## src/rv32_params.svh

```systemverilog
`ifndef RV32_PARAMS_SVH
`define RV32_PARAMS_SVH

// data and instruction width
`define RV32_XLEN 32

// register file
`define RV32_REG_ADDR_W 5
`define RV32_NUM_REGS 32

// memory depths in words
`define RV32_IMEM_WORDS 32
`define RV32_DMEM_WORDS 32

// word index into either memory
`define RV32_WORD_ADDR_W 5

`endif
```

## src/rv32_isa_pkg.sv

```systemverilog
`include "rv32_params.svh"

package rv32_isa_pkg;

    typedef logic [`RV32_XLEN-1:0] word_t;
    typedef logic [`RV32_REG_ADDR_W-1:0] reg_idx_t;

    // major opcodes of the kept subset
    typedef enum logic [6:0] {
        OPC_OP     = 7'b0110011,
        OPC_OP_IMM = 7'b0010011,
        OPC_LUI    = 7'b0110111,
        OPC_LOAD   = 7'b0000011,
        OPC_STORE  = 7'b0100011
    } opcode_t;

    // shared by OP and OP_IMM
    typedef enum logic [2:0] {
        F3_ADD_SUB = 3'b000,
        F3_SLL     = 3'b001,
        F3_SLT     = 3'b010,
        F3_XOR     = 3'b100,
        F3_SRL_SRA = 3'b101,
        F3_OR      = 3'b110,
        F3_AND     = 3'b111
    } funct3_t;

    // bit of funct7 that picks sub and the arithmetic shifts
    localparam int unsigned FUNCT7_ALT_BIT = 5;

    // R-type layout; the other formats reuse the same bit positions
    typedef struct packed {
        logic [6:0] funct7;
        reg_idx_t   rs2;
        reg_idx_t   rs1;
        logic [2:0] funct3;
        reg_idx_t   rd;
        logic [6:0] opcode;
    } instr_t;

endpackage

```

## src/rv32_regfile.sv

```systemverilog
`timescale 1ns/1ps

`include "rv32_params.svh"

module rv32_regfile (
    input  logic                  clk,
    input  logic                  arst_n,
    input  rv32_isa_pkg::reg_idx_t rs1,
    input  rv32_isa_pkg::reg_idx_t rs2,
    input  rv32_isa_pkg::reg_idx_t rd,
    input  logic                  we,
    input  rv32_isa_pkg::word_t    wdata,
    output rv32_isa_pkg::word_t    rdata1,
    output rv32_isa_pkg::word_t    rdata2
);

    import rv32_isa_pkg::*;

    word_t regs [`RV32_NUM_REGS];

    assign rdata1 = regs[rs1];
    assign rdata2 = regs[rs2];

    // x0 is cleared by reset and never written
    always_ff @(posedge clk or negedge arst_n) begin
        if (!arst_n) begin
            for (int i = 0; i < `RV32_NUM_REGS; i++) begin
                regs[i] <= '0;
            end
        end else if (we && rd != '0) begin
            regs[rd] <= wdata;
        end
    end

endmodule

```

## config.mk

```make
export PLATFORM = sky130hd
export DESIGN_NAME = rv32_regfile
export DESIGN_NICKNAME = d
export VERILOG_FILES = /design/src/rv32_isa_pkg.sv /design/src/rv32_regfile.sv
export VERILOG_INCLUDE_DIRS = /design/src /design/src/src
export SDC_FILE = /design/constraint.sdc
export NUM_CORES = 2
export LEC_CHECK = 0
export ABC_AREA = 1
export BUFFER_PORTS_ARGS = -buffer_cell sky130_fd_sc_hd__buf_4
export CORE_ASPECT_RATIO = 1.25
export CORE_UTILIZATION = 55
export CTS_BUF_LIST = sky130_fd_sc_hd__clkbuf_16
export DETAILED_ROUTE_END_ITERATION = 8
export PLACE_DENSITY = 0.71
export RECOVER_POWER = 50
export SYNTH_ARGS = -nofsm -noshare
export SYNTH_HDL_FRONTEND = slang
export SYNTH_SLANG_ARGS = --single-unit
```

## constraint.sdc

```tcl
create_clock -name clk -period 5.8 [get_ports clk]
set_clock_uncertainty 0.15 [all_clocks]
set_input_delay 1.16 -clock clk [delete_from_list [all_inputs] [get_ports clk]]
set_output_delay 1.16 -clock clk [all_outputs]
set_load 0.05 [all_outputs]
```

==> results.sh <==
export IMPL_start_util_pct=55.49
export IMPL_design_core_area_um2=102100
export IMPL_vias=57177
export IMPL_r2r_start="regs[392]"
export IMPL_htreeDepth=3
export IMPL_antenna_found_initial=9
export IMPL_dp_slack_ns=1.144
export IMPL_track_usage_pct=39.05
export IMPL_hold_end="regs[997]"
export IMPL_area_growth_pct=7.179
export IMPL_dpl_cell_area_um2=57420
export IMPL_crit_fanout=86
export IMPL_drive_gt1_share_pct=5.268
export IMPL_finalNetCount=7879
export IMPL_fin_crit_sh_pct=82.38
export IMPL_first_pass_iters=6
export IMPL_maxSlewHeadroom_pct=-119.8
export IMPL_rows=131
export IMPL_leakagePower_nw=29.39
export IMPL_synth_area_per_cell_um2=6.848
export IMPL_syn_nets=8325
export IMPL_drcViolationCount=0
export IMPL_synthFlopType="dfrtp_1"
export IMPL_cts_sinks=1024
export IMPL_rsz0062_at_grt="no"
export IMPL_place_congestion=0.8443
export IMPL_largest_reg_flops=1024
export IMPL_largest_register="regs"
export IMPL_port_buffer_count=113
export IMPL_drtAntennaViolNets=0
export IMPL_total_power_mw=20.89
export IMPL_cp_required_ns=4.49
export IMPL_cts_buffer_depth=3
export IMPL_min_period_ns=4.778
export IMPL_finalHoldViolations=0
export IMPL_holdBufCountCts=0
export IMPL_p_per_area_nw_per_um2=344.0
export IMPL_drt_iter0_markers=7849
export IMPL_pin_count=114
export IMPL_status="finished, violations left"
export IMPL_worst_pin_slew_ns=3.289
export IMPL_totalWireLength_mm=205.6
export IMPL_ys_seq_area_share_pct=45.22
export IMPL_cts_made_buffers=108
export IMPL_grt_pass1_vias=53039
export IMPL_holdCritStartpoint="regs[997]"
export IMPL_dieWidth_um=289.1
export IMPL_drv_cap=10
export IMPL_setup_violations=0
export IMPL_grt_pass1_wl_mm=313.9
export IMPL_cts_tree="done"
export IMPL_reg2reg_to="regs[392]"
export IMPL_synth_warnings=0
export IMPL_fmax_ghz=0.2093
export IMPL_synth_area_leaders="dfrtp_1 (45%), nand2_1 (24%), nand3_1 (14%)"
export IMPL_cts_setup_buffers=0
export IMPL_die_h_um=360.9
export IMPL_grt_overflow_total=0
export IMPL_hold_depth=0
export IMPL_ys_async_sr_fraction_pct=100.0
export IMPL_cts_root_buffer="clkbuf_16"
export IMPL_syn_area_um2=56660
export IMPL_cts_resized=0
export IMPL_yosys_top_cells_count="nand2_1 (3652), nand3_1 (1537), dfrtp_1 (1024)"
export IMPL_synth_seq_cells=1024
export IMPL_worst_slack_ns=1.022
export IMPL_worst_hold_path_type="register to register"
export IMPL_ys_types=23
export IMPL_vdd_drop_max_mv=0.2318
export IMPL_hpwl_mm=101.8
export IMPL_yosysTopAreaCell="dfrtp_1"
export IMPL_synth_edf_count=0
export IMPL_grt_max_degree=157
export IMPL_endpoint_kind="output port"
export IMPL_synthCells=8275
export IMPL_r2r_setup_slack_ns=4.76
export IMPL_fin_setup_tns_ns=0
export IMPL_violations="max-capacitance violations, max-slew violations"
export IMPL_reg2regPathDepth=2
export IMPL_wl_per_cell_um=22.23
export IMPL_synth_top_area_share_pct=45.22
export IMPL_insertion_delay_ns=0.73
export IMPL_arrival_ns=3.47
export IMPL_fin_area_um2=60730
export IMPL_die_area_um2=104300
export IMPL_path_class="input port to output port"
export IMPL_viasPerCell=6.184
export IMPL_reg_top3="regs: 1024 flops"
export IMPL_slew_viol_final=734
export IMPL_synth_most_common_cell="nand2_1"
export IMPL_cp_start_kind="input port"
export IMPL_clk_pin_slew_ns=0.06
-- worst max-delay path, stage by stage --
cell	delay [ns]
buf_8	0.19
inv_8	0.49
buf_12	0.40
nand2_1	0.09
nand3_1	0.09
nand3_1	0.12
nand2_1	0.09
nand2_1	0.06
nand2_1	0.16
nand2_1	0.07
nand2_1	0.15
buf_4	0.21
-- final cells by class --
class	count	area [um^2]
antenna	1	2.502
multi-input combinational	6447	27840
clock buffer	110	2753
inverter	54	247.7
fill	9599	41380
timing repair buffer	194	1949
sequential	1024	25620
tap	1330	1664
clock inverter	86	651.9
-- metrics by stage --
| step | hold WS, ns | util [%] | std cells |
|---|---|---|---|
| 6_report | 0.2545 | 59.47 | 9246 |
| 5_1_grt | 0.2606 | 59.47 | 9245 |
| 4_1_cts | 0.2532 | 59.57 | 9245 |
| 3_5_place_dp | 0.2395 | 56.23 | 9049 |
| 3_3_place_gp | 0.2367 | 56.23 | 9049 |
| 2_1_floorplan | 0.3008 | - | 8275 |
-- cells in the final DEF (no fill, tap or decap), types with 4 or more instances in the layout --
cell          n
nand2_1    3651
nand3_1    1537
dfrtp_1    1024
o21ai_0     712
nor2_1      224
a21oi_1     203
buf_4       140
clkbuf_16   110
o21ai_1      56
inv_1        55
buf_12       38
clkinv_1     34
nand2_4      23
a21oi_2      21
clkinv_2     19
bufinv_16    10
inv_2         9
nor2_8        6
nor3_4        5
clkbuf_2      5
inv_8         4
inv_6         4
buf_8         4
-- how the worst max path moves through the flow --
stage | startpoint | end | slack [ns] | cells past startpoint
finish | rs2[0] | rdata2[13] | 1.02 | 12
global route | arst_n | regs[127] | 0.62 | 2
CTS | rs2[0] | rdata2[5] | 1.12 | 12
detailed placement | rs2[0] | rdata2[21] | 1.14 | 12
global placement | rs2[0] | rdata2[4] | 1.09 | 12
floorplan | rs2[0] | rdata2[10] | 1.89 | 12
-- cell families (layout without fill, tap and decap cells) --
kind of cell	count (synthesis)	in the layout	share of synthesized area, %
AND/OR/NAND/NOR	5455	5455	40.01
other	0	1	0
buffers and inverters	804	444	5.865
AO/OA/AOI/OAI	992	992	8.901
flip-flops	1024	1024	45.22
-- layer usage --
metal / track usage, % / part of all wire (%) / vias up
met4: 20.09 / 5.2 / 12
li1: - / - / 25923
met1: 52.49 / 39 / 27141
met5: 0 / 0.039 / -
met3: 7.788 / 11 / 657
met2: 59.69 / 44 / 3444
-- power breakdown --
| group | internal, mW | switching, mW |
|---|---|---|
| Combinational | 1.58 | 2.82 |
| Clock | 3.86 | 3.02 |
| Sequential | 8.52 | 1.09 |
No activity file was read; power rests on OpenSTA's default activity.
