File: config.mk
export PLATFORM = sky130hd
export DESIGN_NAME = rv32_decoder
export DESIGN_NICKNAME = d
export VERILOG_FILES = /design/src/rv32_isa_pkg.sv /design/src/rv32_core_pkg.sv /design/src/rv32_decoder.sv
export VERILOG_INCLUDE_DIRS = /design/src /design/src/src
export SDC_FILE = /design/constraint.sdc
export NUM_CORES = 1
export LEC_CHECK = 0
export BUFFER_PORTS_ARGS = -buffer_cell sky130_fd_sc_hd__buf_4
export CORE_ASPECT_RATIO = 0.8
export CORE_UTILIZATION = 36
export DETAILED_ROUTE_END_ITERATION = 12
export PLACE_DENSITY = 0.84
export SYNTH_ARGS = -nofsm -noshare
export SYNTH_HDL_FRONTEND = slang
export SYNTH_SLANG_ARGS = --single-unit
File: constraint.sdc
create_clock -name vclk -period 1.3
set_clock_uncertainty 0.05 [all_clocks]
set_input_delay 0.065 -clock vclk [all_inputs]
set_output_delay 0.065 -clock vclk [all_outputs]
set_load 0.05 [all_outputs]
File: src/rv32_params.svh
`ifndef RV32_PARAMS_SVH
`define RV32_PARAMS_SVH

// data and instruction width
`define RV32_XLEN 32

// register file
`define RV32_REG_ADDR_W 5
`define RV32_NUM_REGS 32

// memory depths in words
`define RV32_IMEM_WORDS 32
`define RV32_DMEM_WORDS 32

// word index into either memory
`define RV32_WORD_ADDR_W 5

`endif
File: src/rv32_isa_pkg.sv
`include "rv32_params.svh"

package rv32_isa_pkg;

    typedef logic [`RV32_XLEN-1:0] word_t;
    typedef logic [`RV32_REG_ADDR_W-1:0] reg_idx_t;

    // major opcodes of the kept subset
    typedef enum logic [6:0] {
        OPC_OP     = 7'b0110011,
        OPC_OP_IMM = 7'b0010011,
        OPC_LUI    = 7'b0110111,
        OPC_LOAD   = 7'b0000011,
        OPC_STORE  = 7'b0100011
    } opcode_t;

    // shared by OP and OP_IMM
    typedef enum logic [2:0] {
        F3_ADD_SUB = 3'b000,
        F3_SLL     = 3'b001,
        F3_SLT     = 3'b010,
        F3_XOR     = 3'b100,
        F3_SRL_SRA = 3'b101,
        F3_OR      = 3'b110,
        F3_AND     = 3'b111
    } funct3_t;

    // bit of funct7 that picks sub and the arithmetic shifts
    localparam int unsigned FUNCT7_ALT_BIT = 5;

    // R-type layout; the other formats reuse the same bit positions
    typedef struct packed {
        logic [6:0] funct7;
        reg_idx_t   rs2;
        reg_idx_t   rs1;
        logic [2:0] funct3;
        reg_idx_t   rd;
        logic [6:0] opcode;
    } instr_t;

endpackage

File: src/rv32_core_pkg.sv
`include "rv32_params.svh"

package rv32_core_pkg;

    typedef enum logic [3:0] {
        ALU_ADD,
        ALU_SUB,
        ALU_SLL,
        ALU_SLT,
        ALU_XOR,
        ALU_SRL,
        ALU_SRA,
        ALU_OR,
        ALU_AND,
        ALU_PASS_B
    } alu_op_t;

    typedef struct packed {
        alu_op_t alu_op;
        logic    use_imm;
        logic    reg_write;
        logic    mem_write;
        logic    mem_to_reg;
        logic    halt;
    } ctrl_t;

    typedef enum logic [2:0] {
        HOST_LOAD_IMEM,
        HOST_WRITE_REG,
        HOST_READ_REG,
        HOST_WRITE_MEM,
        HOST_READ_MEM,
        HOST_START
    } host_op_t;

    typedef struct packed {
        host_op_t                      op;
        logic [`RV32_WORD_ADDR_W-1:0]  addr;
        rv32_isa_pkg::word_t           wdata;
    } host_cmd_t;

    // host side of the memory and register ports while halted
    typedef struct packed {
        logic                          imem_we;
        logic                          reg_we;
        logic                          dmem_we;
        logic [`RV32_WORD_ADDR_W-1:0]  idx;
        rv32_isa_pkg::word_t           wdata;
    } host_access_t;

endpackage

File: src/rv32_decoder.sv
`timescale 1ns/1ps

module rv32_decoder (
    input  rv32_isa_pkg::instr_t   instr,
    output rv32_core_pkg::ctrl_t   ctrl,
    output rv32_isa_pkg::word_t    imm
);

    import rv32_isa_pkg::*;
    import rv32_core_pkg::*;

    word_t raw;
    word_t imm_i;
    word_t imm_s;
    word_t imm_u;
    logic  alt;

    assign raw = instr;
    assign alt = instr.funct7[FUNCT7_ALT_BIT];

    assign imm_i = {{20{raw[31]}}, raw[31:20]};
    assign imm_s = {{20{raw[31]}}, raw[31:25], raw[11:7]};
    assign imm_u = {raw[31:12], 12'b0};

    function automatic alu_op_t arith_op(input logic [2:0] f3, input logic sel_alt);
        alu_op_t op;
        case (funct3_t'(f3))
            F3_ADD_SUB: op = sel_alt ? ALU_SUB : ALU_ADD;
            F3_SLL:     op = ALU_SLL;
            F3_SLT:     op = ALU_SLT;
            F3_XOR:     op = ALU_XOR;
            F3_SRL_SRA: op = sel_alt ? ALU_SRA : ALU_SRL;
            F3_OR:      op = ALU_OR;
            F3_AND:     op = ALU_AND;
            default:    op = ALU_ADD;
        endcase
        return op;
    endfunction

    always_comb begin
        ctrl        = '0;
        ctrl.alu_op = ALU_ADD;
        imm         = imm_i;
        case (opcode_t'(instr.opcode))
            OPC_OP: begin
                ctrl.reg_write = 1'b1;
                ctrl.alu_op    = arith_op(instr.funct3, alt);
            end
            OPC_OP_IMM: begin
                ctrl.reg_write = 1'b1;
                ctrl.use_imm   = 1'b1;
                // funct7 is immediate data except on the right shifts
                ctrl.alu_op    = arith_op(instr.funct3,
                                          alt && instr.funct3 == F3_SRL_SRA);
            end
            OPC_LUI: begin
                ctrl.reg_write = 1'b1;
                ctrl.use_imm   = 1'b1;
                ctrl.alu_op    = ALU_PASS_B;
                imm            = imm_u;
            end
            OPC_LOAD: begin
                ctrl.reg_write  = 1'b1;
                ctrl.use_imm    = 1'b1;
                ctrl.mem_to_reg = 1'b1;
            end
            OPC_STORE: begin
                ctrl.mem_write = 1'b1;
                ctrl.use_imm   = 1'b1;
                imm            = imm_s;
            end
            default: begin
            end
        endcase
        // fill word of the program memory ends the run
        ctrl.halt = (raw == '0);
    end

    always_comb begin
        a_one_writer: assert (!(ctrl.reg_write && ctrl.mem_write))
            else $error("decoder enables both register and memory write");
    end

endmodule

==> results of run 1 <==
-- timing repair --
action | CTS
gates resized for setup | 64
setup buffers | 2
setup endpoints to repair | 32
pin swaps | 4
cloned | 2
-- metrics by stage --
| stage | setup WS, ns | hold WS, ns | instance area [um^2] | TNS, ns |
|---|---|---|---|---|
| 3_5_place_dp | -0.156 | 0.358 | 1300 | -3.39 |
| 3_3_place_gp | -0.0827 | 0.357 | 1300 | -1.66 |
| 4_1_cts | -0.0469 | 0.358 | 1620 | -0.654 |
| 2_1_floorplan | -0.239 | 0.225 | 733 | -1.02 |
-- cells in the mapped netlist --
cell        n
buf_2       2
a211oi_1    1
nor3_1      4
xnor2_1     1
nand2_1    16
buf_1       1
a21o_1     10
nand4_1     2
a21oi_1     2
o31a_1      5
nor4_1      6
nand3_1     3
and4_4      1
inv_1       1
nor4bb_1    1
clkbuf_8    1
a21o_2      9
nand2b_1    2
nor2_1      3
a41oi_1     1
and4bb_1    1
o2bb2ai_1   5
buf_4       1
buf_8       1
buf_6       2
nand4bb_1   1
and2_1      7
and2_2      1
o21ai_0     3
nor2b_1     3
clkbuf_1    2
-- logic make-up after synthesis --
logic type                share of synthesized area [%]
buffers and inverters                              12.7
and+or+nand+nor                                    43.1
AOI/OAI and AO/OA                                  42.9
xor gates and xnor gates                           1.33
==> results.md, run 1 <==
- Post-synthesis cell area: 659 um^2
- Syn Inst Count: 99
- Stop stage: 5_1_grt
- Register area share after synthesis: 0%
- Row count: 13
- Die height: 40.3 um
- Synthesized net count: 131
- Ports: 73
- Port bufs: 73
- Hold_buf cts: 0
- Yosys warning count: 0
- Top-area cell type share of the netlist area: 12.0%
- Distinct cells, synth: 31
- Initial Util: 39.4%
- Routability Congestion: 0.842
- Die width: 49.9 um
- Largest net degree at the start of global routing: 20
- Stop err: [ERROR DPL-0038] Utilization greater than 100%, impossible to legalize
- Yosys top cell by area: a21o_2
- Outcome: did not finish
- Worst endpoint after global-route timing repair: imm[18]
- Placed insts: 193
- Worst ep type: top-level output
- DP Wirelength: 2200 um
- Avg Cell Area, Syn: 6.66 um^2
- Synth area leaders: a21o_2, a21o_1, nand2_1
==> run 2, diff against run 1 <==
- CORE_AREA: default -> 2 2 63 65
- CORE_ASPECT_RATIO: 0.8 -> default
- CORE_UTILIZATION: 36 -> default
- DIE_AREA: default -> 0 0 65 67
- PLACE_DENSITY: 0.84 -> default
- PLACE_DENSITY_LB_ADDON: default -> 0.15
==> run 2 against run 1 <==
Compared with the run above: synthesized cell count unchanged; the flow now finishes, with violations (setup timing); synthesized area unchanged.
==> results.md, run 2 <==
- Hold Path Depth: 2
- Vias/cell: 4.90
- WL/cell: 15.1 um
- Most frequent cells in the layout: buf_4, buf_8, a21o_4
- Synthesized net count: 131
- Initial Util: 18.3%
- Startpoint Class: input pin
- Register area share after synthesis: 0%
- P&R area growth vs syn: 164%
- Final period demand of the worst path: 1.36 ns
- Multi-input combinational cell area: 812 um^2
- Grt ovf: 0
- Final Max Slew Viols: 0
- Commonest non-fill, non-tap cell in the layout: buf_4
- Layout cells sized above 1: 72.0%
- Final Cycle Share: 105%
- Largest net degree at the start of global routing: 20
- DP Wirelength: 2460 um
- Final setup violation count: 23
- Required time of the critical path: 1.19 ns
- Critical Path AT: 1.25 ns
- Yosys top cell by area: a21o_2
- Distinct cells, synth: 31
- Vias: 1092
- Post-CTS setup buffer count: 0
- Ports: 73
- Worst Hold Path EP: imm[31]
- Vias in the first global route: 1097
- Die footprint: 4360 um^2
- Ant diodes: 0
- Synth top cells by count: nand2_1, a21o_1, a21o_2
- Final net count: 209
- Most used cell, CP: buf_6
- Global-route wire length before repair: 5230 um
- Total core area: 3610 um^2
- P_leak: 0.780 nW
- Residual DRC count: 0
- GRT Total Usage: 14.9%
- Hold_ws: 0.367 ns
- Syn Inst Count: 99
- Worst min-delay path class: in2out
- Drt first pass iters: 2
- Min-delay src: instr[31]
- Avg Cell Area, Syn: 6.66 um^2
- Flip-flop and latch count: 0
- Setup TNS Final: -1.01 ns
- Least-Margin Pin Slew: 0.332 ns
- Die height: 67 um
- Most common cell in the netlist: nand2_1
- Port bufs: 73
- Max IR drop VDD: 0.000199 V
- Initial antenna violation count: 0
- Clock buf count: 0
- Synth area leaders: a21o_2, a21o_1, nand2_1
- Routability Congestion: 0.863
- Max cap viols: 0
- Outcome: finished with violations
- Power Dens Cells: 417 nW/um^2
- Failing checks: setup timing
- Yosys warning count: 0
- Post-detailed-routing wire length: 3370 um
- Register area: 0 um^2
- Worst path cell trace: buf_6 > and4bb_4 > a41oi_4 > buf_6 > a21o_4 > buf_8
- Worst relative slew slack: 77.7%
- Die width: 65 um
- Final hold vios: 0
- Row count: 22
- CP Capture Type: output pin
- Fmax: 734 MHz
- CP Class: in2out
- RSZ-0062 raised after global routing: yes
- Post-synthesis cell area: 659 um^2
- Remaining antenna violation count: 0
- Crit Path Max Fanout: 8
- Starting DRC count in detailed routing: 18
- Filler cell count: 349
- Slowest cell on crit path: and4bb_4
- Top-area cell type share of the netlist area: 12.0%
- Slowest cell delay on critical path: 0.39 ns
- Final worst setup slack: -0.0627 ns
==> run 2: how the worst max path moves through the flow <==
stage | start | to | slack, ns | cells past startpoint
floorplan | instr[4] | imm[4] | -0.24 | 5
global placement | instr[3] | imm[13] | -0.11 | 6
detailed placement | instr[3] | imm[12] | -0.17 | 6
CTS | instr[6] | imm[16] | -0.08 | 6
global route | instr[6] | imm[21] | -0.10 | 6
finish | instr[6] | imm[18] | -0.06 | 6
==> run 2: layout make-up <==
type,instances,area share [%]
timing repair buffer,85,49.6
multi-input combinational,89,46.7
tap,48,3.45
inverter,1,0.216
==> run 2: cells by family after synthesis <==
logic type	Yosys count	share of synthesized area, %
buffers and inverters	11	12.7
XOR/XNOR	1	1.33
AO/OA/AOI/OAI	36	42.9
AND/OR/NAND/NOR	51	43.1
==> run 2: where the power goes <==
group          leakage (nW)  switching (mW)  internal, mW
Clock                     0               0             0
Combinational         0.780           0.399         0.327
Sequential                0               0             0
==> run 2: worst max-delay path, delay by kind of cell <==
| family | cells | cell delay, ns |
|---|---|---|
| buffers and inverters | 3 | 0.42 |
| AND/OR/NAND/NOR | 1 | 0.39 |
| AO/OA/AOI/OAI | 2 | 0.36 |
==> run 2: timing repair <==
item / CTS / global route
endpoints found under the setup margin: 31 / 33
pin swaps: 4 / 9
gates cloned: 2 / 0
resized for setup: 71 / 18
hold buffers: 0 / 0
==> run 2: per-stage QoR <==
step           instances  worst slack (ns)  util [%]  cell area, um^2  power (mW)
3_3_place_gp         221            -0.113      37.4             1350       0.581
6_report             223           -0.0627      48.2             1740       0.726
4_1_cts              223           -0.0781      46.1             1660       0.698
3_5_place_dp         221            -0.168      37.4             1350       0.584
2_1_floorplan         99            -0.239         -              733       0.361
5_1_grt              223            -0.100      48.2             1740       0.759
==> run 2: per-layer routing <==
metal | routed length [um] | part of all wire, % | vias up | GRT usage [%]
met1 | 1360 | 40 | 528 | 18.1
li1 | - | - | 526 | -
met3 | 217 | 6.4 | 0 | 2.20
met5 | 0 | 0 | - | 0
met2 | 1790 | 53 | 38 | 29.1
met4 | 0 | 0 | 0 | 0
No activity file was read; power rests on OpenSTA's default activity.
