--- src/rv32_params.svh ---
`ifndef RV32_PARAMS_SVH
`define RV32_PARAMS_SVH

// data and instruction width
`define RV32_XLEN 32

// register file
`define RV32_REG_ADDR_W 5
`define RV32_NUM_REGS 32

// memory depths in words
`define RV32_IMEM_WORDS 32
`define RV32_DMEM_WORDS 32

// word index into either memory
`define RV32_WORD_ADDR_W 5

`endif
--- src/rv32_isa_pkg.sv ---
`include "rv32_params.svh"

package rv32_isa_pkg;

    typedef logic [`RV32_XLEN-1:0] word_t;
    typedef logic [`RV32_REG_ADDR_W-1:0] reg_idx_t;

    // major opcodes of the kept subset
    typedef enum logic [6:0] {
        OPC_OP     = 7'b0110011,
        OPC_OP_IMM = 7'b0010011,
        OPC_LUI    = 7'b0110111,
        OPC_LOAD   = 7'b0000011,
        OPC_STORE  = 7'b0100011
    } opcode_t;

    // shared by OP and OP_IMM
    typedef enum logic [2:0] {
        F3_ADD_SUB = 3'b000,
        F3_SLL     = 3'b001,
        F3_SLT     = 3'b010,
        F3_XOR     = 3'b100,
        F3_SRL_SRA = 3'b101,
        F3_OR      = 3'b110,
        F3_AND     = 3'b111
    } funct3_t;

    // bit of funct7 that picks sub and the arithmetic shifts
    localparam int unsigned FUNCT7_ALT_BIT = 5;

    // R-type layout; the other formats reuse the same bit positions
    typedef struct packed {
        logic [6:0] funct7;
        reg_idx_t   rs2;
        reg_idx_t   rs1;
        logic [2:0] funct3;
        reg_idx_t   rd;
        logic [6:0] opcode;
    } instr_t;

endpackage

--- src/rv32_core_pkg.sv ---
`include "rv32_params.svh"

package rv32_core_pkg;

    typedef enum logic [3:0] {
        ALU_ADD,
        ALU_SUB,
        ALU_SLL,
        ALU_SLT,
        ALU_XOR,
        ALU_SRL,
        ALU_SRA,
        ALU_OR,
        ALU_AND,
        ALU_PASS_B
    } alu_op_t;

    typedef struct packed {
        alu_op_t alu_op;
        logic    use_imm;
        logic    reg_write;
        logic    mem_write;
        logic    mem_to_reg;
        logic    halt;
    } ctrl_t;

    typedef enum logic [2:0] {
        HOST_LOAD_IMEM,
        HOST_WRITE_REG,
        HOST_READ_REG,
        HOST_WRITE_MEM,
        HOST_READ_MEM,
        HOST_START
    } host_op_t;

    typedef struct packed {
        host_op_t                      op;
        logic [`RV32_WORD_ADDR_W-1:0]  addr;
        rv32_isa_pkg::word_t           wdata;
    } host_cmd_t;

    // host side of the memory and register ports while halted
    typedef struct packed {
        logic                          imem_we;
        logic                          reg_we;
        logic                          dmem_we;
        logic [`RV32_WORD_ADDR_W-1:0]  idx;
        rv32_isa_pkg::word_t           wdata;
    } host_access_t;

endpackage

--- src/rv32_alu.sv ---
`timescale 1ns/1ps

`include "rv32_params.svh"

module rv32_alu (
    input  rv32_isa_pkg::word_t     a,
    input  rv32_isa_pkg::word_t     b,
    input  rv32_core_pkg::alu_op_t  op,
    output rv32_isa_pkg::word_t     result
);

    import rv32_isa_pkg::*;
    import rv32_core_pkg::*;

    logic [4:0] shamt;
    logic       lt;

    assign shamt = b[4:0];
    assign lt    = $signed(a) < $signed(b);

    always_comb begin
        case (op)
            ALU_ADD:    result = a + b;
            ALU_SUB:    result = a - b;
            ALU_SLL:    result = a << shamt;
            ALU_SLT:    result = {{(`RV32_XLEN-1){1'b0}}, lt};
            ALU_XOR:    result = a ^ b;
            ALU_SRL:    result = a >> shamt;
            ALU_SRA:    result = word_t'($signed(a) >>> shamt);
            ALU_OR:     result = a | b;
            ALU_AND:    result = a & b;
            // lui
            ALU_PASS_B: result = b;
            default:    result = '0;
        endcase
    end

endmodule

--- config.mk ---
export PLATFORM = sky130hd
export DESIGN_NAME = rv32_alu
export DESIGN_NICKNAME = d
export VERILOG_FILES = /design/src/rv32_isa_pkg.sv /design/src/rv32_core_pkg.sv /design/src/rv32_alu.sv
export VERILOG_INCLUDE_DIRS = /design/src /design/src/src
export SDC_FILE = /design/constraint.sdc
export NUM_CORES = 1
export LEC_CHECK = 0
export ABC_AREA = 1
export BUFFER_PORTS_ARGS = -buffer_cell sky130_fd_sc_hd__buf_2
export CAP_MARGIN = 20
export CORE_MARGIN = 8
export CORE_UTILIZATION = 56
export DETAILED_ROUTE_END_ITERATION = 8
export MAX_ROUTING_LAYER = met4
export PLACE_DENSITY = 0.76
export SLEW_MARGIN = 25
export SYNTH_ARGS = -nofsm -noshare
export SYNTH_HDL_FRONTEND = slang
export SYNTH_SLANG_ARGS = --single-unit
--- constraint.sdc ---
create_clock -name vclk -period 5.32
set_clock_uncertainty 0.15 [all_clocks]
set_input_delay 0.532 -clock vclk [all_inputs]
set_output_delay 0.532 -clock vclk [all_outputs]
set_load 0.1 [all_outputs]
==> metrics.yaml, run 1 <==
placement:
  place_ws_ns: 1.14
  hpwl_mm: 41.1
  gp_congestion: 1.12
  port_buffers: 100
floorplan:
  coreArea_mm2: 0.0187
  start_util: 0.569
  die_x_um: 154
  row_count: 50
  fp.dieH_um: 154
  pin_count: 100
  die_area_mm2: 0.0237
grt:
  grt_start_max_net_pins: 76
  grt_overflow: 0
  grt_pass1_vias: 14016
  grt_pass1_wl_mm: 76.0
  grtUsageTotal: 0.417
  antenna_found_initial: 0
critical_path:
  crit_required_ns: 4.64
  path_class: "in2out"
  worst_setup_path_start_kind: "input port"
  crit_path_end_kind: "output port"
  cp.arrival_ns: 3.62
  critPathMaxFanout: 37
  crit_start: "b[0]"
  worstSetupEndpoint: "result[28]"
finish:
  antenna_cells: 0
  nFlopsAndLatches: 0
  seq_area_um2: 0
  clock_buffers: 0
  fill_cells: 2150
  nets: 2450
  synthToLayoutAreaGrowth_pct: 4.24
  drive_gt1_frac: 0.0610
power:
  switching_share: 0.760
  p_comb_frac: 1.000
  switchingPower_uw: 1040
  ir_drop_mv: 0.130
  pwr-share-clk: 0
  power_frac_seq: 0
  total_power_uw: 1370
  power_per_cell_area_mw_per_mm2: 124
  intPower_uw: 329
  cellLeakagePower_uw: 0.00680
routing:
  wirelength_mm: 50.6
  drtAntennaViolNets: 0
  highest_layer: "met4"
  via_count: 15518
  drt-vias-per-instance: 6.18
  dr.pass1.iters: 9
  remaining_drc_errors: 6
  dr.first_iter.drc_count: 1859
  wl_met1_mm: 18.7
  met3_length_mm: 6.13
  wl_met2_mm: 21.7
  wl_per_cell_um: 20.1
logic_synthesis:
  yosys_warnings: 0
  yosysSeqAreaShare: 0
  synth_fp_nets: 2432
  syn_area_mm2: 0.0106
  avgSynthCellArea_um2: 4.71
  synth.distinct_cells: 43
  synth_cells: 2263
status:
  status: "complete, but fails checks"
  failed_checks: "design-rule violations"
timing:
  drv_slew: 0
  worst_slew_pin_slew_ns: 1.07
  tns_ns: 0
  rsz0062_at_grt: "no"
  setup_slack_ns: 1.02
  post-route-min-period_ns: 4.30
  fin_crit_sh: 0.808
  finalSetupViolCount: 0
  slew_headroom: 0.286
  fmax_mhz: 233
  hold_violations: 0
min_path:
  hold_path.class: "in2out"
clock_tree:
  cts_resized: 0
  cts_hold_buf: 0
  cts_post_setup_buffers_inserted: 0
run:
  maxCapViolCount: 0
## power groups by stage
stage	logic, µW	clock network [µW]	registers (µW)
6_report	1370	0	0
4_1_cts	1320	0	0
5_1_grt	1460	0	0
2_1_floorplan	956	0	0
3_5_place_dp	1320	0	0
3_3_place_gp	1300	0	0
## worst max-delay path: stages
cell and delay (ns):
buf_2 0.57, ha_1 0.35, inv_1 0.07, fa_1 0.38, inv_1 0.15, nand3_1 0.09, nand3_1 0.25, nand2_1 0.09
nand3_1 0.20, nand3_1 0.14, nand3_1 0.10, nand3_1 0.09, nand3_1 0.14, buf_2 0.44
## stage by stage
stage	hold slack, ns	area (µm²)	std cells	utilization
5_1_grt	1.66	11100	2513	0.593
6_report	1.65	11100	2513	0.593
3_5_place_dp	1.59	11100	2513	0.593
2_1_floorplan	1.54	10600	2263	-
4_1_cts	1.59	11100	2513	0.593
3_3_place_gp	1.59	11100	2513	0.593
## logic make-up after synthesis
kind of cell,Yosys count,share of synthesized area
and+or+nand+nor,1510,0.595
adders and majority gates,101,0.120
AOI/OAI and AO/OA,216,0.116
buffers and inverters,434,0.167
xor gates and xnor gates,2,0.00165
## how the worst min path moves through the flow
stage | startpoint | to | cells past startpoint
floorplan | op[3] | result[0] | 3
global placement | op[3] | result[0] | 5
detailed placement | op[3] | result[0] | 5
CTS | op[3] | result[0] | 5
global route | op[3] | result[0] | 5
finish | op[3] | result[0] | 5
## synthesized netlist by cell type (all sizes together)
master / number / area, µm²
a211o: 1 / 8.76
a211oi: 2 / 15.0
a21oi: 75 / 375
a221oi: 1 / 8.76
a22oi: 1 / 7.51
a31oi: 1 / 6.26
and2: 11 / 68.8
and3: 2 / 12.5
buf: 74 / 419
clkbuf: 25 / 97.6
clkinv: 1 / 3.75
fa: 2 / 40.0
ha: 99 / 1240
inv: 334 / 1260
nand2: 878 / 3310
nand3: 352 / 1760
nand3b: 2 / 15.0
nand4: 38 / 238
nor2: 199 / 787
nor3: 24 / 120
nor4: 2 / 12.5
o2111ai: 3 / 26.3
o211a: 1 / 10.0
o211ai: 21 / 158
o21ai: 67 / 335
o21bai: 6 / 45.0
o221ai: 3 / 26.3
o22ai: 33 / 206
o31ai: 1 / 7.51
or2: 2 / 12.5
xor2: 2 / 17.5
## cell usage in the layout, fill, tap and decap left out, types with 5 or more instances in the layout
cell type / synthesis / routed
a21oi_1: 75 / 75
and2_1: 11 / 11
buf_2: 56 / 96
buf_4: 9 / 15
ha_1: 99 / 99
inv_1: 327 / 326
inv_2: 6 / 7
nand2_1: 874 / 873
nand3_1: 352 / 352
nand4_1: 38 / 38
nor2_1: 189 / 189
nor2_2: 7 / 7
nor3_1: 24 / 24
o211ai_1: 21 / 21
o21ai_0: 62 / 62
o21ai_1: 5 / 5
o21bai_1: 6 / 6
o22ai_1: 33 / 33
## routing by layer
layer	global-route usage	vias up
li1	-	7237
met2	0.653	1129
met5	-	-
met1	0.488	6893
met3	0.0639	259
met4	0.280	0
## final cells by class
| cell class | instances | area [µm²] | area share |
|---|---|---|---|
| Tap cell | 234 | 293 | 0.0264 |
| Multi-Input combinational cell | 1829 | 8870 | 0.799 |
| Timing Repair Buffer | 115 | 673 | 0.0606 |
| Inverter | 335 | 1260 | 0.114 |
Note: power is estimated with default switching activity, not from simulation.
==> run 2, diff against run 1 <==
Settings changed: ABC_AREA 1 to 0, PLACE_DENSITY 0.76 to 0.77.
Clock period 5.32 ns to 4.4 ns, I/O delays scaled along.
==> run 2 against run 1 <==
  * Global-route usage fell by 0.054 points
  * Sequential cell count is the same
  * The run now ends clean
  * Non-clock buffer count rose by 107
  * Setup slack lost 0.95 ns
  * First-iteration DRC count rose by 17%
  * Die area decreased by 15%
  * Count of clock-buffer cells in the layout unchanged
  * Critical path type unchanged
==> metrics.yaml, run 2 <==
critical_path:
  cp.arrival_ns: 3.74  # was 3.62 ns
  critPathMaxFanout: 3  # was 37
  crit_cells: 17  # was 14
  path_class: "in2out"  # unchanged
  crit_path_end_kind: "output port"  # unchanged
  cp_slowest_cell: "a2111oi_2"  # was buf_2
  crit_required_ns: 3.81  # was 4.64 ns
  cpMostUsedCell: "buf_4"  # was nand3_1
  crit_start: "a[0]"  # was b[0]
  worstSetupEndpoint: "result[30]"  # was result[28]
  worst_setup_path_start_kind: "input port"  # unchanged
  cp_num_buf_inv: 6  # was 4
  crit_path_max_incr_delay_ns: 0.44  # was 0.57 ns
  cp_cell_sequence: "buf_2 -> ha_1 -> inv_1 -> fa_1 -> nand3b_1 -> a2111oi_2 -> buf_4 -> o41ai_1 -> o211ai_2 -> a41oi_2 -> buf_4 -> o21ai_2 -> buf_4 -> a41o_1 -> a32oi_1 -> a2bb2oi_4 -> buf_12"  # was buf_2 -> ha_1 -> inv_1 -> fa_1 -> inv_1 -> nand3_1 -> nand3_1 -> nand2_1 -> nand3_1 -> nand3_1 -> nand3_1 -> nand3_1 -> nand3_1 -> buf_2
  critPathTopFamily: "compound AO/OA/AOI/OAI gates"  # was buffers and inverters
logic_synthesis:
  synth_largest_area_cell: "ha_1"  # was nand2_1
  yosysSeqAreaShare: 0  # unchanged
  synth_cells: 1319  # was 2263
  yosysMostFrequentCell: "nor2_1"  # was nand2_1
  avgSynthCellArea_um2: 6.69  # was 4.71 µm²
  syn_area_mm2: 0.00883  # was 0.0106 mm²
  synth_area_leaders: "ha_1 (14%), mux4_2 (9.2%), nor2_1 (7.5%), a21oi_1 (6.9%), o21ai_0 (6.1%)"  # was nand2_1 (31%), nand3_1 (17%), ha_1 (12%), inv_1 (12%), nor2_1 (6.7%)
  yosys_warnings: 0  # unchanged
  synth.distinct_cells: 88  # was 43
  synth_common_cells: "nor2_1 (177), a21oi_1 (121), o21ai_0 (107), ha_1 (99), inv_1 (97)"  # was nand2_1 (874), nand3_1 (352), inv_1 (327), nor2_1 (189), ha_1 (99)
  synth_fp_nets: 1488  # was 2432
  synth_top_area_share: 0.140  # was 0.308
finish:
  synthToLayoutAreaGrowth_pct: 21.6  # was 4.24%
  nFlopsAndLatches: 0  # unchanged
  layout_common_cells: "nor2_1 (176), a21oi_1 (120), buf_4 (120)"  # was nand2_1 (873), nand3_1 (352), inv_1 (326)
  drive_gt1_frac: 0.226  # was 0.0610
  utilization: 0.686  # was 0.593
  final_cell_area_mm2: 0.0107  # was 0.0111 mm²
  seq_area_um2: 0  # unchanged
  nets: 1608  # was 2450
  layout_commonest_cell: "nor2_1"  # was nand2_1
  clock_buffers: 0  # unchanged
routing:
  via_count: 11983  # was 15518
  dr.first_iter.drc_count: 2170  # was 1859
  dr.pass1.iters: 6  # was 9
  remaining_drc_errors: 0  # was 6
  drt-vias-per-instance: 7.24  # was 6.18
  drtAntennaViolNets: 0  # unchanged
  wl_per_cell_um: 25.6  # was 20.1 µm
  wirelength_mm: 42.3  # was 50.6 mm
grt:
  grt_pass1_vias: 11044  # was 14016
  antenna_found_initial: 1  # was 0
  grtUsageTotal: 0.416  # was 0.417
  grt_start_max_net_pins: 87  # was 76
  grt_pass1_wl_mm: 63.8  # was 76.0 mm
  grt_overflow: 0  # unchanged
floorplan:
  coreArea_mm2: 0.0157  # was 0.0187 mm²
  die_area_mm2: 0.0200  # was 0.0237 mm²
  pin_count: 100  # unchanged
  die_x_um: 142  # was 154 µm
  fp.dieH_um: 142  # was 154 µm
  row_count: 46  # was 50
  start_util: 0.564  # was 0.569
clock_tree:
  cts_resized: 0  # unchanged
  cts_post_setup_buffers_inserted: 0  # unchanged
  cts_hold_buf: 0  # unchanged
min_path:
  hold_path.class: "in2out"  # unchanged
timing:
  fin_crit_sh: 0.984
  post-route-min-period_ns: 4.33
  tns_ns: 0  # unchanged
  fmax_mhz: 231
  worst_slew_pin_slew_ns: 0.854  # was 1.07 ns
  rsz0062_at_grt: "no"  # unchanged
  hold_violations: 0  # unchanged
  slew_headroom: 0.425  # was 0.286
  drv_slew: 0  # unchanged
  finalSetupViolCount: 0  # unchanged
placement:
  gp_congestion: 1.09  # was 1.12
  hpwl_mm: 32.4  # was 41.1 mm
  port_buffers: 100  # unchanged
  place_area_mm2: 0.0107  # was 0.0111 mm²
run:
  maxCapViolCount: 0  # unchanged
status:
  status: "finished clean"  # was complete, but fails checks
## run 2: changes by cell type in the layout (fill, tap and decap cells not counted), sizes merged, moves of 26 or more
cell	previous run	this run
a21oi	75	122
buf	115	222
inv	334	98
mux2i	0	38
mux4	0	36
nand2	878	94
nand3	352	27
nand4	38	12
o21ai	67	110
## run 2: metrics by stage
stage / std cells / hold WS, ns / setup slack, ns
3_5_place_dp: 1653 / 1.26 / 0.0902
5_1_grt: 1654 / 1.30 / 0.00867
6_report: 1654 / 1.26 / 0.0696
4_1_cts: 1653 / 1.25 / 0.0412
2_1_floorplan: 1319 / 1.15 / -0.423
3_3_place_gp: 1653 / 1.24 / 0.203
## run 2: area by class of cell
cell class / instances / area, µm²
Fill cell: 1412 / 4920
Antenna cell: 1 / 2.50
Inverter: 99 / 380
Multi-Input combinational cell: 1116 / 8240
Tap cell: 216 / 270
Timing Repair Buffer: 222 / 1850
## run 2: kinds of logic after synthesis
group / share of synthesized area
fa+ha+maj: 0.145
buf+inv: 0.0913
xor+xnor: 0.00397
mux: 0.153
compound gates: 0.379
simple gates: 0.228
## run 2: worst min path at each step
stage,cells after the start,end,startpoint
3_3_place_gp,4,result[11],b[11]
5_1_grt,4,result[11],b[11]
2_1_floorplan,4,result[24],b[24]
3_5_place_dp,4,result[11],b[11]
4_1_cts,4,result[11],b[11]
6_report,4,result[11],b[11]
## run 2: tightest hold or removal path, stage by stage
cell       delay [ns]
buf_2            0.12
a22oi_1          0.09
o2111ai_1        0.13
buf_12           0.19
## run 2: layer usage
layer	vias up	share of wire	GRT usage
met5	-	0	-
met2	1094	0.40	0.580
li1	5190	-	-
met1	5506	0.37	0.542
met3	193	0.17	0.126
met4	0	0.057	0.182
