===== config.mk =====
export PLATFORM = sky130hd
export DESIGN_NAME = rv32_host_ctrl
export DESIGN_NICKNAME = d
export VERILOG_FILES = /design/src/rv32_isa_pkg.sv /design/src/rv32_core_pkg.sv /design/src/rv32_host_ctrl.sv
export VERILOG_INCLUDE_DIRS = /design/src /design/src/src
export SDC_FILE = /design/constraint.sdc
export NUM_CORES = 1
export LEC_CHECK = 0
export BUFFER_PORTS_ARGS = -buffer_cell sky130_fd_sc_hd__buf_2
export CAP_MARGIN = 25
export CORE_MARGIN = 1
export CORE_UTILIZATION = 23
export DETAILED_ROUTE_END_ITERATION = 10
export HOLD_SLACK_MARGIN = 0.1
export PLACE_DENSITY = 0.78
export SLEW_MARGIN = 20
export SYNTH_ARGS = -nofsm -noshare
export SYNTH_HDL_FRONTEND = slang
export SYNTH_SLANG_ARGS = --single-unit
export TNS_END_PERCENT = 10

===== constraint.sdc =====
create_clock -name clk -period 1.3 [get_ports clk]
set_input_delay 0.195 -clock clk [delete_from_list [all_inputs] [get_ports clk]]
set_output_delay 0.195 -clock clk [all_outputs]
set_load 0.03 [all_outputs]

===== src/rv32_params.svh =====
`ifndef RV32_PARAMS_SVH
`define RV32_PARAMS_SVH

// data and instruction width
`define RV32_XLEN 32

// register file
`define RV32_REG_ADDR_W 5
`define RV32_NUM_REGS 32

// memory depths in words
`define RV32_IMEM_WORDS 32
`define RV32_DMEM_WORDS 32

// word index into either memory
`define RV32_WORD_ADDR_W 5

`endif

===== src/rv32_isa_pkg.sv =====
`include "rv32_params.svh"

package rv32_isa_pkg;

    typedef logic [`RV32_XLEN-1:0] word_t;
    typedef logic [`RV32_REG_ADDR_W-1:0] reg_idx_t;

    // major opcodes of the kept subset
    typedef enum logic [6:0] {
        OPC_OP     = 7'b0110011,
        OPC_OP_IMM = 7'b0010011,
        OPC_LUI    = 7'b0110111,
        OPC_LOAD   = 7'b0000011,
        OPC_STORE  = 7'b0100011
    } opcode_t;

    // shared by OP and OP_IMM
    typedef enum logic [2:0] {
        F3_ADD_SUB = 3'b000,
        F3_SLL     = 3'b001,
        F3_SLT     = 3'b010,
        F3_XOR     = 3'b100,
        F3_SRL_SRA = 3'b101,
        F3_OR      = 3'b110,
        F3_AND     = 3'b111
    } funct3_t;

    // bit of funct7 that picks sub and the arithmetic shifts
    localparam int unsigned FUNCT7_ALT_BIT = 5;

    // R-type layout; the other formats reuse the same bit positions
    typedef struct packed {
        logic [6:0] funct7;
        reg_idx_t   rs2;
        reg_idx_t   rs1;
        logic [2:0] funct3;
        reg_idx_t   rd;
        logic [6:0] opcode;
    } instr_t;

endpackage


===== src/rv32_core_pkg.sv =====
`include "rv32_params.svh"

package rv32_core_pkg;

    typedef enum logic [3:0] {
        ALU_ADD,
        ALU_SUB,
        ALU_SLL,
        ALU_SLT,
        ALU_XOR,
        ALU_SRL,
        ALU_SRA,
        ALU_OR,
        ALU_AND,
        ALU_PASS_B
    } alu_op_t;

    typedef struct packed {
        alu_op_t alu_op;
        logic    use_imm;
        logic    reg_write;
        logic    mem_write;
        logic    mem_to_reg;
        logic    halt;
    } ctrl_t;

    typedef enum logic [2:0] {
        HOST_LOAD_IMEM,
        HOST_WRITE_REG,
        HOST_READ_REG,
        HOST_WRITE_MEM,
        HOST_READ_MEM,
        HOST_START
    } host_op_t;

    typedef struct packed {
        host_op_t                      op;
        logic [`RV32_WORD_ADDR_W-1:0]  addr;
        rv32_isa_pkg::word_t           wdata;
    } host_cmd_t;

    // host side of the memory and register ports while halted
    typedef struct packed {
        logic                          imem_we;
        logic                          reg_we;
        logic                          dmem_we;
        logic [`RV32_WORD_ADDR_W-1:0]  idx;
        rv32_isa_pkg::word_t           wdata;
    } host_access_t;

endpackage


===== src/rv32_host_ctrl.sv =====
`timescale 1ns/1ps

module rv32_host_ctrl (
    input  logic                         clk,
    input  logic                         arst_n,
    input  logic                         req,
    input  rv32_core_pkg::host_cmd_t     cmd,
    input  logic                         halt_fetch,
    output logic                         ack,
    output logic                         running,
    output rv32_core_pkg::host_access_t  access
);

    import rv32_core_pkg::*;

    logic grant;

    // one grant per request, and only with the core stopped
    assign grant = req && !ack && !running;

    always_comb begin
        access       = '0;
        access.idx   = cmd.addr;
        access.wdata = cmd.wdata;
        if (grant) begin
            case (cmd.op)
                HOST_LOAD_IMEM: access.imem_we = 1'b1;
                HOST_WRITE_REG: access.reg_we  = 1'b1;
                HOST_WRITE_MEM: access.dmem_we = 1'b1;
                default: begin
                end
            endcase
        end
    end

    always_ff @(posedge clk or negedge arst_n) begin
        if (!arst_n) begin
            ack     <= 1'b0;
            running <= 1'b0;
        end else begin
            if (grant) begin
                ack <= 1'b1;
            end else if (!req) begin
                ack <= 1'b0;
            end

            if (grant && cmd.op == HOST_START) begin
                running <= 1'b1;
            end else if (running && halt_fetch) begin
                running <= 1'b0;
            end
        end
    end

    a_ack_needs_req: assert property (
        @(posedge clk) disable iff (!arst_n)
        $rose(ack) |-> $past(req) && !$past(running)
    ) else $error("host ack raised without a pending request");

    a_no_write_running: assert property (
        @(posedge clk) disable iff (!arst_n)
        (access.imem_we || access.reg_we || access.dmem_we) |-> !running
    ) else $error("host write strobe while the core runs");

endmodule


==> implementation parameters, run 1 <==
Parameter                              Value

Placed design
  Port bufs    11
  Placement-stage cell area    233 µm²
  Gpl congestion    0.615
  Placed wire-length estimate after detailed placement    462 µm

CTS
  CTS tree    built
  Clk buf depth    2
  Total CTS buffers    3
  Sink Count    2
  Post CTS Setup Buffer Count    0
  CTS root buffer    sky130_fd_sc_hd__clkbuf_4
  CTS clk-pin slew, worst paths    0.03 ns
  Clock latency on the worst-skew pair    0.22 ns
  Level count of the clock H-tree    1

Power
  Standby leakage power    0.135 nW
  Switch Pwr    0.0667 mW
  VDD IR max    235 µV
  Internal power    0.195 mW
  Sequential share of power    25.8%
  Switching Share    25.5%
  Comb pwr share    22.3%
  Pwr dens    922 nW/µm²
  Clock share of power    51.9%

Global route
  Number of global-route vias before repair    223
  Global-route wire length before repair    910 µm
  Final global-route overflow total    0
  Antenna violations before repair    0
  Global Route Usage Sum    7.01%
  Pin count of the biggest net entering global routing    4

Setup path
  Largest stage delay, worst path    0.56 ns
  Max Fanout on Critical Path    3
  Crit path required time    1.11 ns
  Crit Reg-Reg Startpoint    ack
  Sort of element at the start of the critical path    flip-flop
  Start point of the critical path    ack
  Data arrival time of the worst path    1.43 ns
  Number of cell instances on the worst register-to-register path    3
  Library cell contributing the largest single delay on the critical path    sky130_fd_sc_hd__or4b_4
  Terminus of the critical flop-to-flop path    running
  Critical path type    reg -> out
  Reg-to-reg setup timing slack    0.27 ns
  Worst path cell trace    or4b_4, nor3_4, buf_6
  Critical Path Sink Type    output port

Floorplanning
  Number of placed I/O pins    86
  Die area    1920 µm²
  Initial standard-cell utilization of the core    25.5%
  Die width    43.8 µm
  Placement row count    14
  Vert. Die Dim    43.8 µm
  Area inside the core boundary    1580 µm²

Cells and area
  Design area    284 µm²
  Most frequent cells in the layout    sky130_fd_sc_hd__buf_2, sky130_fd_sc_hd__nand2b_1, sky130_fd_sc_hd__clkbuf_4, sky130_fd_sc_hd__buf_6, sky130_fd_sc_hd__buf_4
  NumNets Final    77
  Fraction of final layout cells with drive strength greater than 1    67.7%
  Area Growth Syn to Fin    -29.3%
  Antenna Cells    0
  Final Core Density    18.0%
  Number of fill cells in the layout    182
  Most frequent standard cell in the layout excluding fill and tap cells    sky130_fd_sc_hd__buf_2

Timing
  Setup violations, final    3
  Transition time at the pin with the least slew margin    0.235 ns
  Clock Skew    0.00466 ns
  Setup repair after global routing missed its margin    true
  Relative slew margins    84.3%
  Final hold viol count    0
  Period utilization    125%
  Number of max-slew violations in the final report    0
  Least setup slack across all paths after layout    -0.328 ns
  Maximum clock frequency    614 MHz
  Minimum clock period after layout    1.63 ns

Flow run
  Number of maximum-capacitance violations    0

Hold path
  Hold depth    2
  Type of the most critical hold path    in -> reg
  Startpoint of the most critical hold path    halt_fetch
  Worst min-delay path endpoint    running

Yosys
  Main area contributors after synthesis    sky130_fd_sc_hd__buf_4, sky130_fd_sc_hd__dfrtp_1, sky130_fd_sc_hd__nand2b_1
  Mapped Area    402 µm²
  Yosys top cell by area    sky130_fd_sc_hd__buf_4
  Post-synthesis sequential area ratio    12.5%
  Number of synthesized register bits    2
  Mean area per synthesized cell    8.03 µm²
  Mapped Cells    50
  Synthesized netlist net count    94
  Yosys warnings    0
  Cell variety after synth    10
  Yosys top cell area share    69.2%

Routing
  Total detailed-routing wirelength    616 µm
  WL per Instance    13.1 µm
  Routed via count    200
  Number of detailed-routing iterations run before antenna repair    6
  Average vias per placed instance    4.26
  Post-route DRC violation count    7
  ANT nets after route    0
  Number of design-rule violations left by the first detailed-router iteration    9

Status
  Failing checks    DRC, setup timing
  Run status    finished, violations left
-- sequential cells by signal (all words and copies together) (netlist names) --
register  flops
ack           1
running       1
-- power groups by stage --
stage,registers (mW),clock network (mW),logic (mW)
finish,0.0676,0.136,0.0584
detailed placement,0.0682,0,0.0535
CTS,0.0676,0.146,0.0583
floorplan,0.0755,0,0.231
global placement,0.0679,0,0.0522
global route,0.0683,0.152,0.0629
-- Yosys cell counts --
master	count
sky130_fd_sc_hd__nor3_2	1
sky130_fd_sc_hd__o21a_1	1
sky130_fd_sc_hd__nand2b_1	3
sky130_fd_sc_hd__inv_1	1
sky130_fd_sc_hd__nor2_1	2
sky130_fd_sc_hd__dfrtp_1	2
sky130_fd_sc_hd__buf_4	37
sky130_fd_sc_hd__or4b_4	1
sky130_fd_sc_hd__o32ai_1	1
sky130_fd_sc_hd__nand2_1	1
-- layout make-up --
| cell class | count | area, µm² | share of cell area (%) |
|---|---|---|---|
| multi-input cells | 10 | 81.3 | 28.6 |
| clock buffers | 3 | 22.5 | 7.93 |
| inverters | 1 | 3.75 | 1.32 |
| flip-flops and latches | 2 | 50.0 | 17.6 |
| well taps | 16 | 20.0 | 7.05 |
| repair buffers | 15 | 106 | 37.4 |
-- worst max path at each step --
stage	to	slack, ns	cells past startpoint
floorplan	access[37]	-0.31	2
global placement	access[39]	-0.15	3
detailed placement	access[39]	-0.15	3
CTS	access[39]	-0.34	3
global route	access[37]	-0.39	3
finish	access[39]	-0.33	3
-- through the flow --
stage               TNS (ns)  setup slack (ns)  hold WS (ns)  instances  power (mW)
finish                -0.964            -0.328         0.166         47       0.262
global route           -1.15            -0.388         0.166         47       0.283
CTS                    -1.01            -0.343         0.159         47       0.272
detailed placement    -0.428            -0.154       -0.0152         43       0.122
global placement      -0.398            -0.145       -0.0156         43       0.120
floorplan             -0.908            -0.309        -0.101         50       0.306
-- layer usage --
metal  vias up  global-route usage [%]  part of all wire, %  routed length (µm)
met4         0                    8.75                  1.6                  10
met1        91                    6.25                   35                 214
met5         -                       0                    0                   0
met3         4                    5.00                   25                 156
met2        24                    9.25                   38                 234
li1         81                       -                    -                   -
-- worst max-delay path, delay by kind of cell (launching register included) --
family        cells  cell delay [ns]
buf+inv           1             0.15
simple gates      2             0.69
flops             1             0.36
-- logic make-up after synthesis --
| family | Yosys count | synth area share [%] |
|---|---|---|
| buf+inv | 38 | 70.1 |
| simple gates | 8 | 13.4 |
| compound gates | 2 | 4.05 |
| flops | 2 | 12.5 |
-- repair_timing --
| action | 4_1_cts | 5_1_grt |
|---|---|---|
| gates resized for setup | 6 | 0 |
| hold endpoints to repair | 2 | 0 |
| endpoints found under the setup margin | 3 | 3 |
| pin swaps | 1 | 0 |
| hold buffers | 1 | 0 |
Note: power is estimated with default switching activity, not from simulation.
==> run 2: changes to the inputs <==
--- a/config.mk
+++ b/config.mk
@@ -11,6 +11,7 @@
 export CORE_MARGIN = 1
 export CORE_UTILIZATION = 23
 export DETAILED_ROUTE_END_ITERATION = 10
+export GPL_TIMING_DRIVEN = 0
 export HOLD_SLACK_MARGIN = 0.1
 export PLACE_DENSITY = 0.78
 export SLEW_MARGIN = 20
==> implementation parameters, run 2 (synthesized netlist as in run 1, its figures left out) <==
Parameter                              Value

Status
  Run status    finished, violations left
  Failing checks    DRC, setup timing

Cells and area
  Most frequent standard cell in the layout excluding fill and tap cells    sky130_fd_sc_hd__buf_2
  Antenna Cells    0 (unchanged)
  Area Growth Syn to Fin    82.2%
  Filler-free cell count of the finished design    119 (+150%)
  Multi-input logic area    81.3 µm² (unchanged)
  Final Core Density    46.4% (+28 points)
  Area taken by flip-flops and latches    50.0 µm² (unchanged)
  Fraction of final layout cells with drive strength greater than 1    90.3% (+23 points)
  Most frequent cells in the layout    sky130_fd_sc_hd__buf_2, sky130_fd_sc_hd__buf_4, sky130_fd_sc_hd__nand2b_1, sky130_fd_sc_hd__clkbuf_4, sky130_fd_sc_hd__buf_6
  Number of fill cells in the layout    152 (-16%)
  Registers with the most flip-flops    ack x1, running x1
  NumNets Final    149 (+94%)

Timing
  Transition time at the pin with the least slew margin    0.225 ns (-0.00933 ns)
  Number of max-slew violations in the final report    0 (unchanged)
  Final hold viol count    0 (unchanged)
  Relative slew margins    84.9% (+0.62 points)
  Setup violations, final    3 (unchanged)
  Minimum clock period after layout    1.64 ns (+0.00808 ns)
  Hold Slack    0.146 ns (-0.0194 ns)
  Period utilization    126% (+0.62 points)
  Least setup slack across all paths after layout    -0.336 ns (-0.00808 ns)
  Clock Skew    0.00216 ns (-0.00250 ns)
  Maximum clock frequency    611 MHz (-0.49%)
  Setup repair after global routing missed its margin    true

Setup path
  Sort of element at the start of the critical path    flip-flop
  Critical path type    reg -> out
  Crit path required time    1.11 ns (about the same)
  Data arrival time of the worst path    1.44 ns (about the same)
  Largest stage delay, worst path    0.56 ns (about the same)
  Worst path cell trace    or4b_4, nor3_4, buf_6
  Max Fanout on Critical Path    3 (unchanged)
  Critical Path Sink Type    output port
  Library cell contributing the largest single delay on the critical path    sky130_fd_sc_hd__or4b_4

Placed design
  Gpl congestion    0.684 (+11%)
  Number of instances in the placed design    114 (+170%)
  Port bufs    48 (+37)

Hold path
  Type of the most critical hold path    in -> reg

Power
  VDD IR max    509 µV (+120%)
  Pwr dens    712 nW/µm² (-23%)
  Standby leakage power    0.448 nW (+230%)

CTS
  Clock latency on the worst-skew pair    0.23 ns (about the same)
  CTS clk-pin slew, worst paths    0.03 ns (about the same)
  CTS root buffer    sky130_fd_sc_hd__clkbuf_4
  Total CTS buffers    3 (unchanged)
  Sink Count    2 (unchanged)
  Clk buf depth    2 (unchanged)
  CTS tree    built
  Level count of the clock H-tree    1 (unchanged)

Global route
  Number of global-route vias before repair    302 (+35%)
  Global Route Usage Sum    9.31% (+2.3 points)
  Global-route wire length before repair    1230 µm (+35%)
  Pin count of the biggest net entering global routing    5 (+1)
  Final global-route overflow total    0 (unchanged)
  Antenna violations before repair    0 (unchanged)

Floorplanning
  Vert. Die Dim    43.8 µm (unchanged)
  Number of placed I/O pins    86 (unchanged)
  Initial standard-cell utilization of the core    25.5% (unchanged)
  Placement row count    14 (unchanged)
  Die area    1920 µm² (unchanged)
  Die width    43.8 µm (unchanged)
  Area inside the core boundary    1580 µm² (unchanged)

Routing
  ANT nets after route    0 (unchanged)
  Post-route DRC violation count    6 (-1)
  Number of detailed-routing iterations run before antenna repair    6 (unchanged)
  Routed via count    456 (+130%)
  WL per Instance    7.85 µm (-40%)
  Total detailed-routing wirelength    934 µm (+52%)
  Average vias per placed instance    3.83 (-9.9%)
  Number of design-rule violations left by the first detailed-router iteration    11 (+2)

Flow run
  Number of maximum-capacitance violations    0 (unchanged)
-- run 2: repair_timing --
item	4_1_cts	5_1_grt
endpoints found under the setup margin	3	3
setup buffers	1	0
hold buffers	1	0
resized for setup	6	0
hold endpoints to repair	2	0
pin swaps	1	0
-- run 2: worst max-delay path: cells and delay by family (launching register included) --
| kind | cells | cell delay [ns] |
|---|---|---|
| AND/OR/NAND/NOR | 2 | 0.70 |
| flip-flops | 1 | 0.37 |
| buffers and inverters | 1 | 0.15 |
-- run 2: stage by stage --
step / cell area, µm² / setup TNS [ns] / total power, mW / setup WS, ns
after floorplan: 413 / -0.908 / 0.306 / -0.309
after global placement: 673 / -0.509 / 0.373 / -0.182
after detailed placement: 673 / -0.558 / 0.376 / -0.203
after CTS: 732 / -1.03 / 0.531 / -0.356
after global routing: 732 / -1.18 / 0.552 / -0.414
final: 732 / -0.983 / 0.521 / -0.336
-- run 2: metal layers --
metal,wire length (µm),GRT usage [%]
met5,0,0
met4,31,9.38
met3,161,2.92
met2,486,15.8
met1,254,8.48
-- run 2: path summary, 6_finish.rpt --
path	start	to	slack, ns	cells past startpoint
hold reg to reg	running	running	0.59	2
min in group asynchronous	arst_n	running	0.28	2
setup reg to reg	ack	running	0.29	3
hold / removal	halt_fetch	running	0.15	2
max in group asynchronous	arst_n	ack	0.92	2
setup / recovery	ack	access[39]	-0.34	3
-- run 2: final cells by class --
type | count | area share (%)
buffer | 37 | 37.9
clock buffer | 3 | 3.08
inverter | 1 | 0.513
multi-input combinational | 10 | 11.1
sequential | 2 | 6.84
tap | 16 | 2.74
timing repair buffer | 50 | 37.8
-- run 2: report_power, final --
part / total (mW) / switching [mW] / internal, mW
logic: 0.313 / 0.180 / 0.133
clock network: 0.141 / 0.0385 / 0.102
registers: 0.0681 / 0.00212 / 0.0659
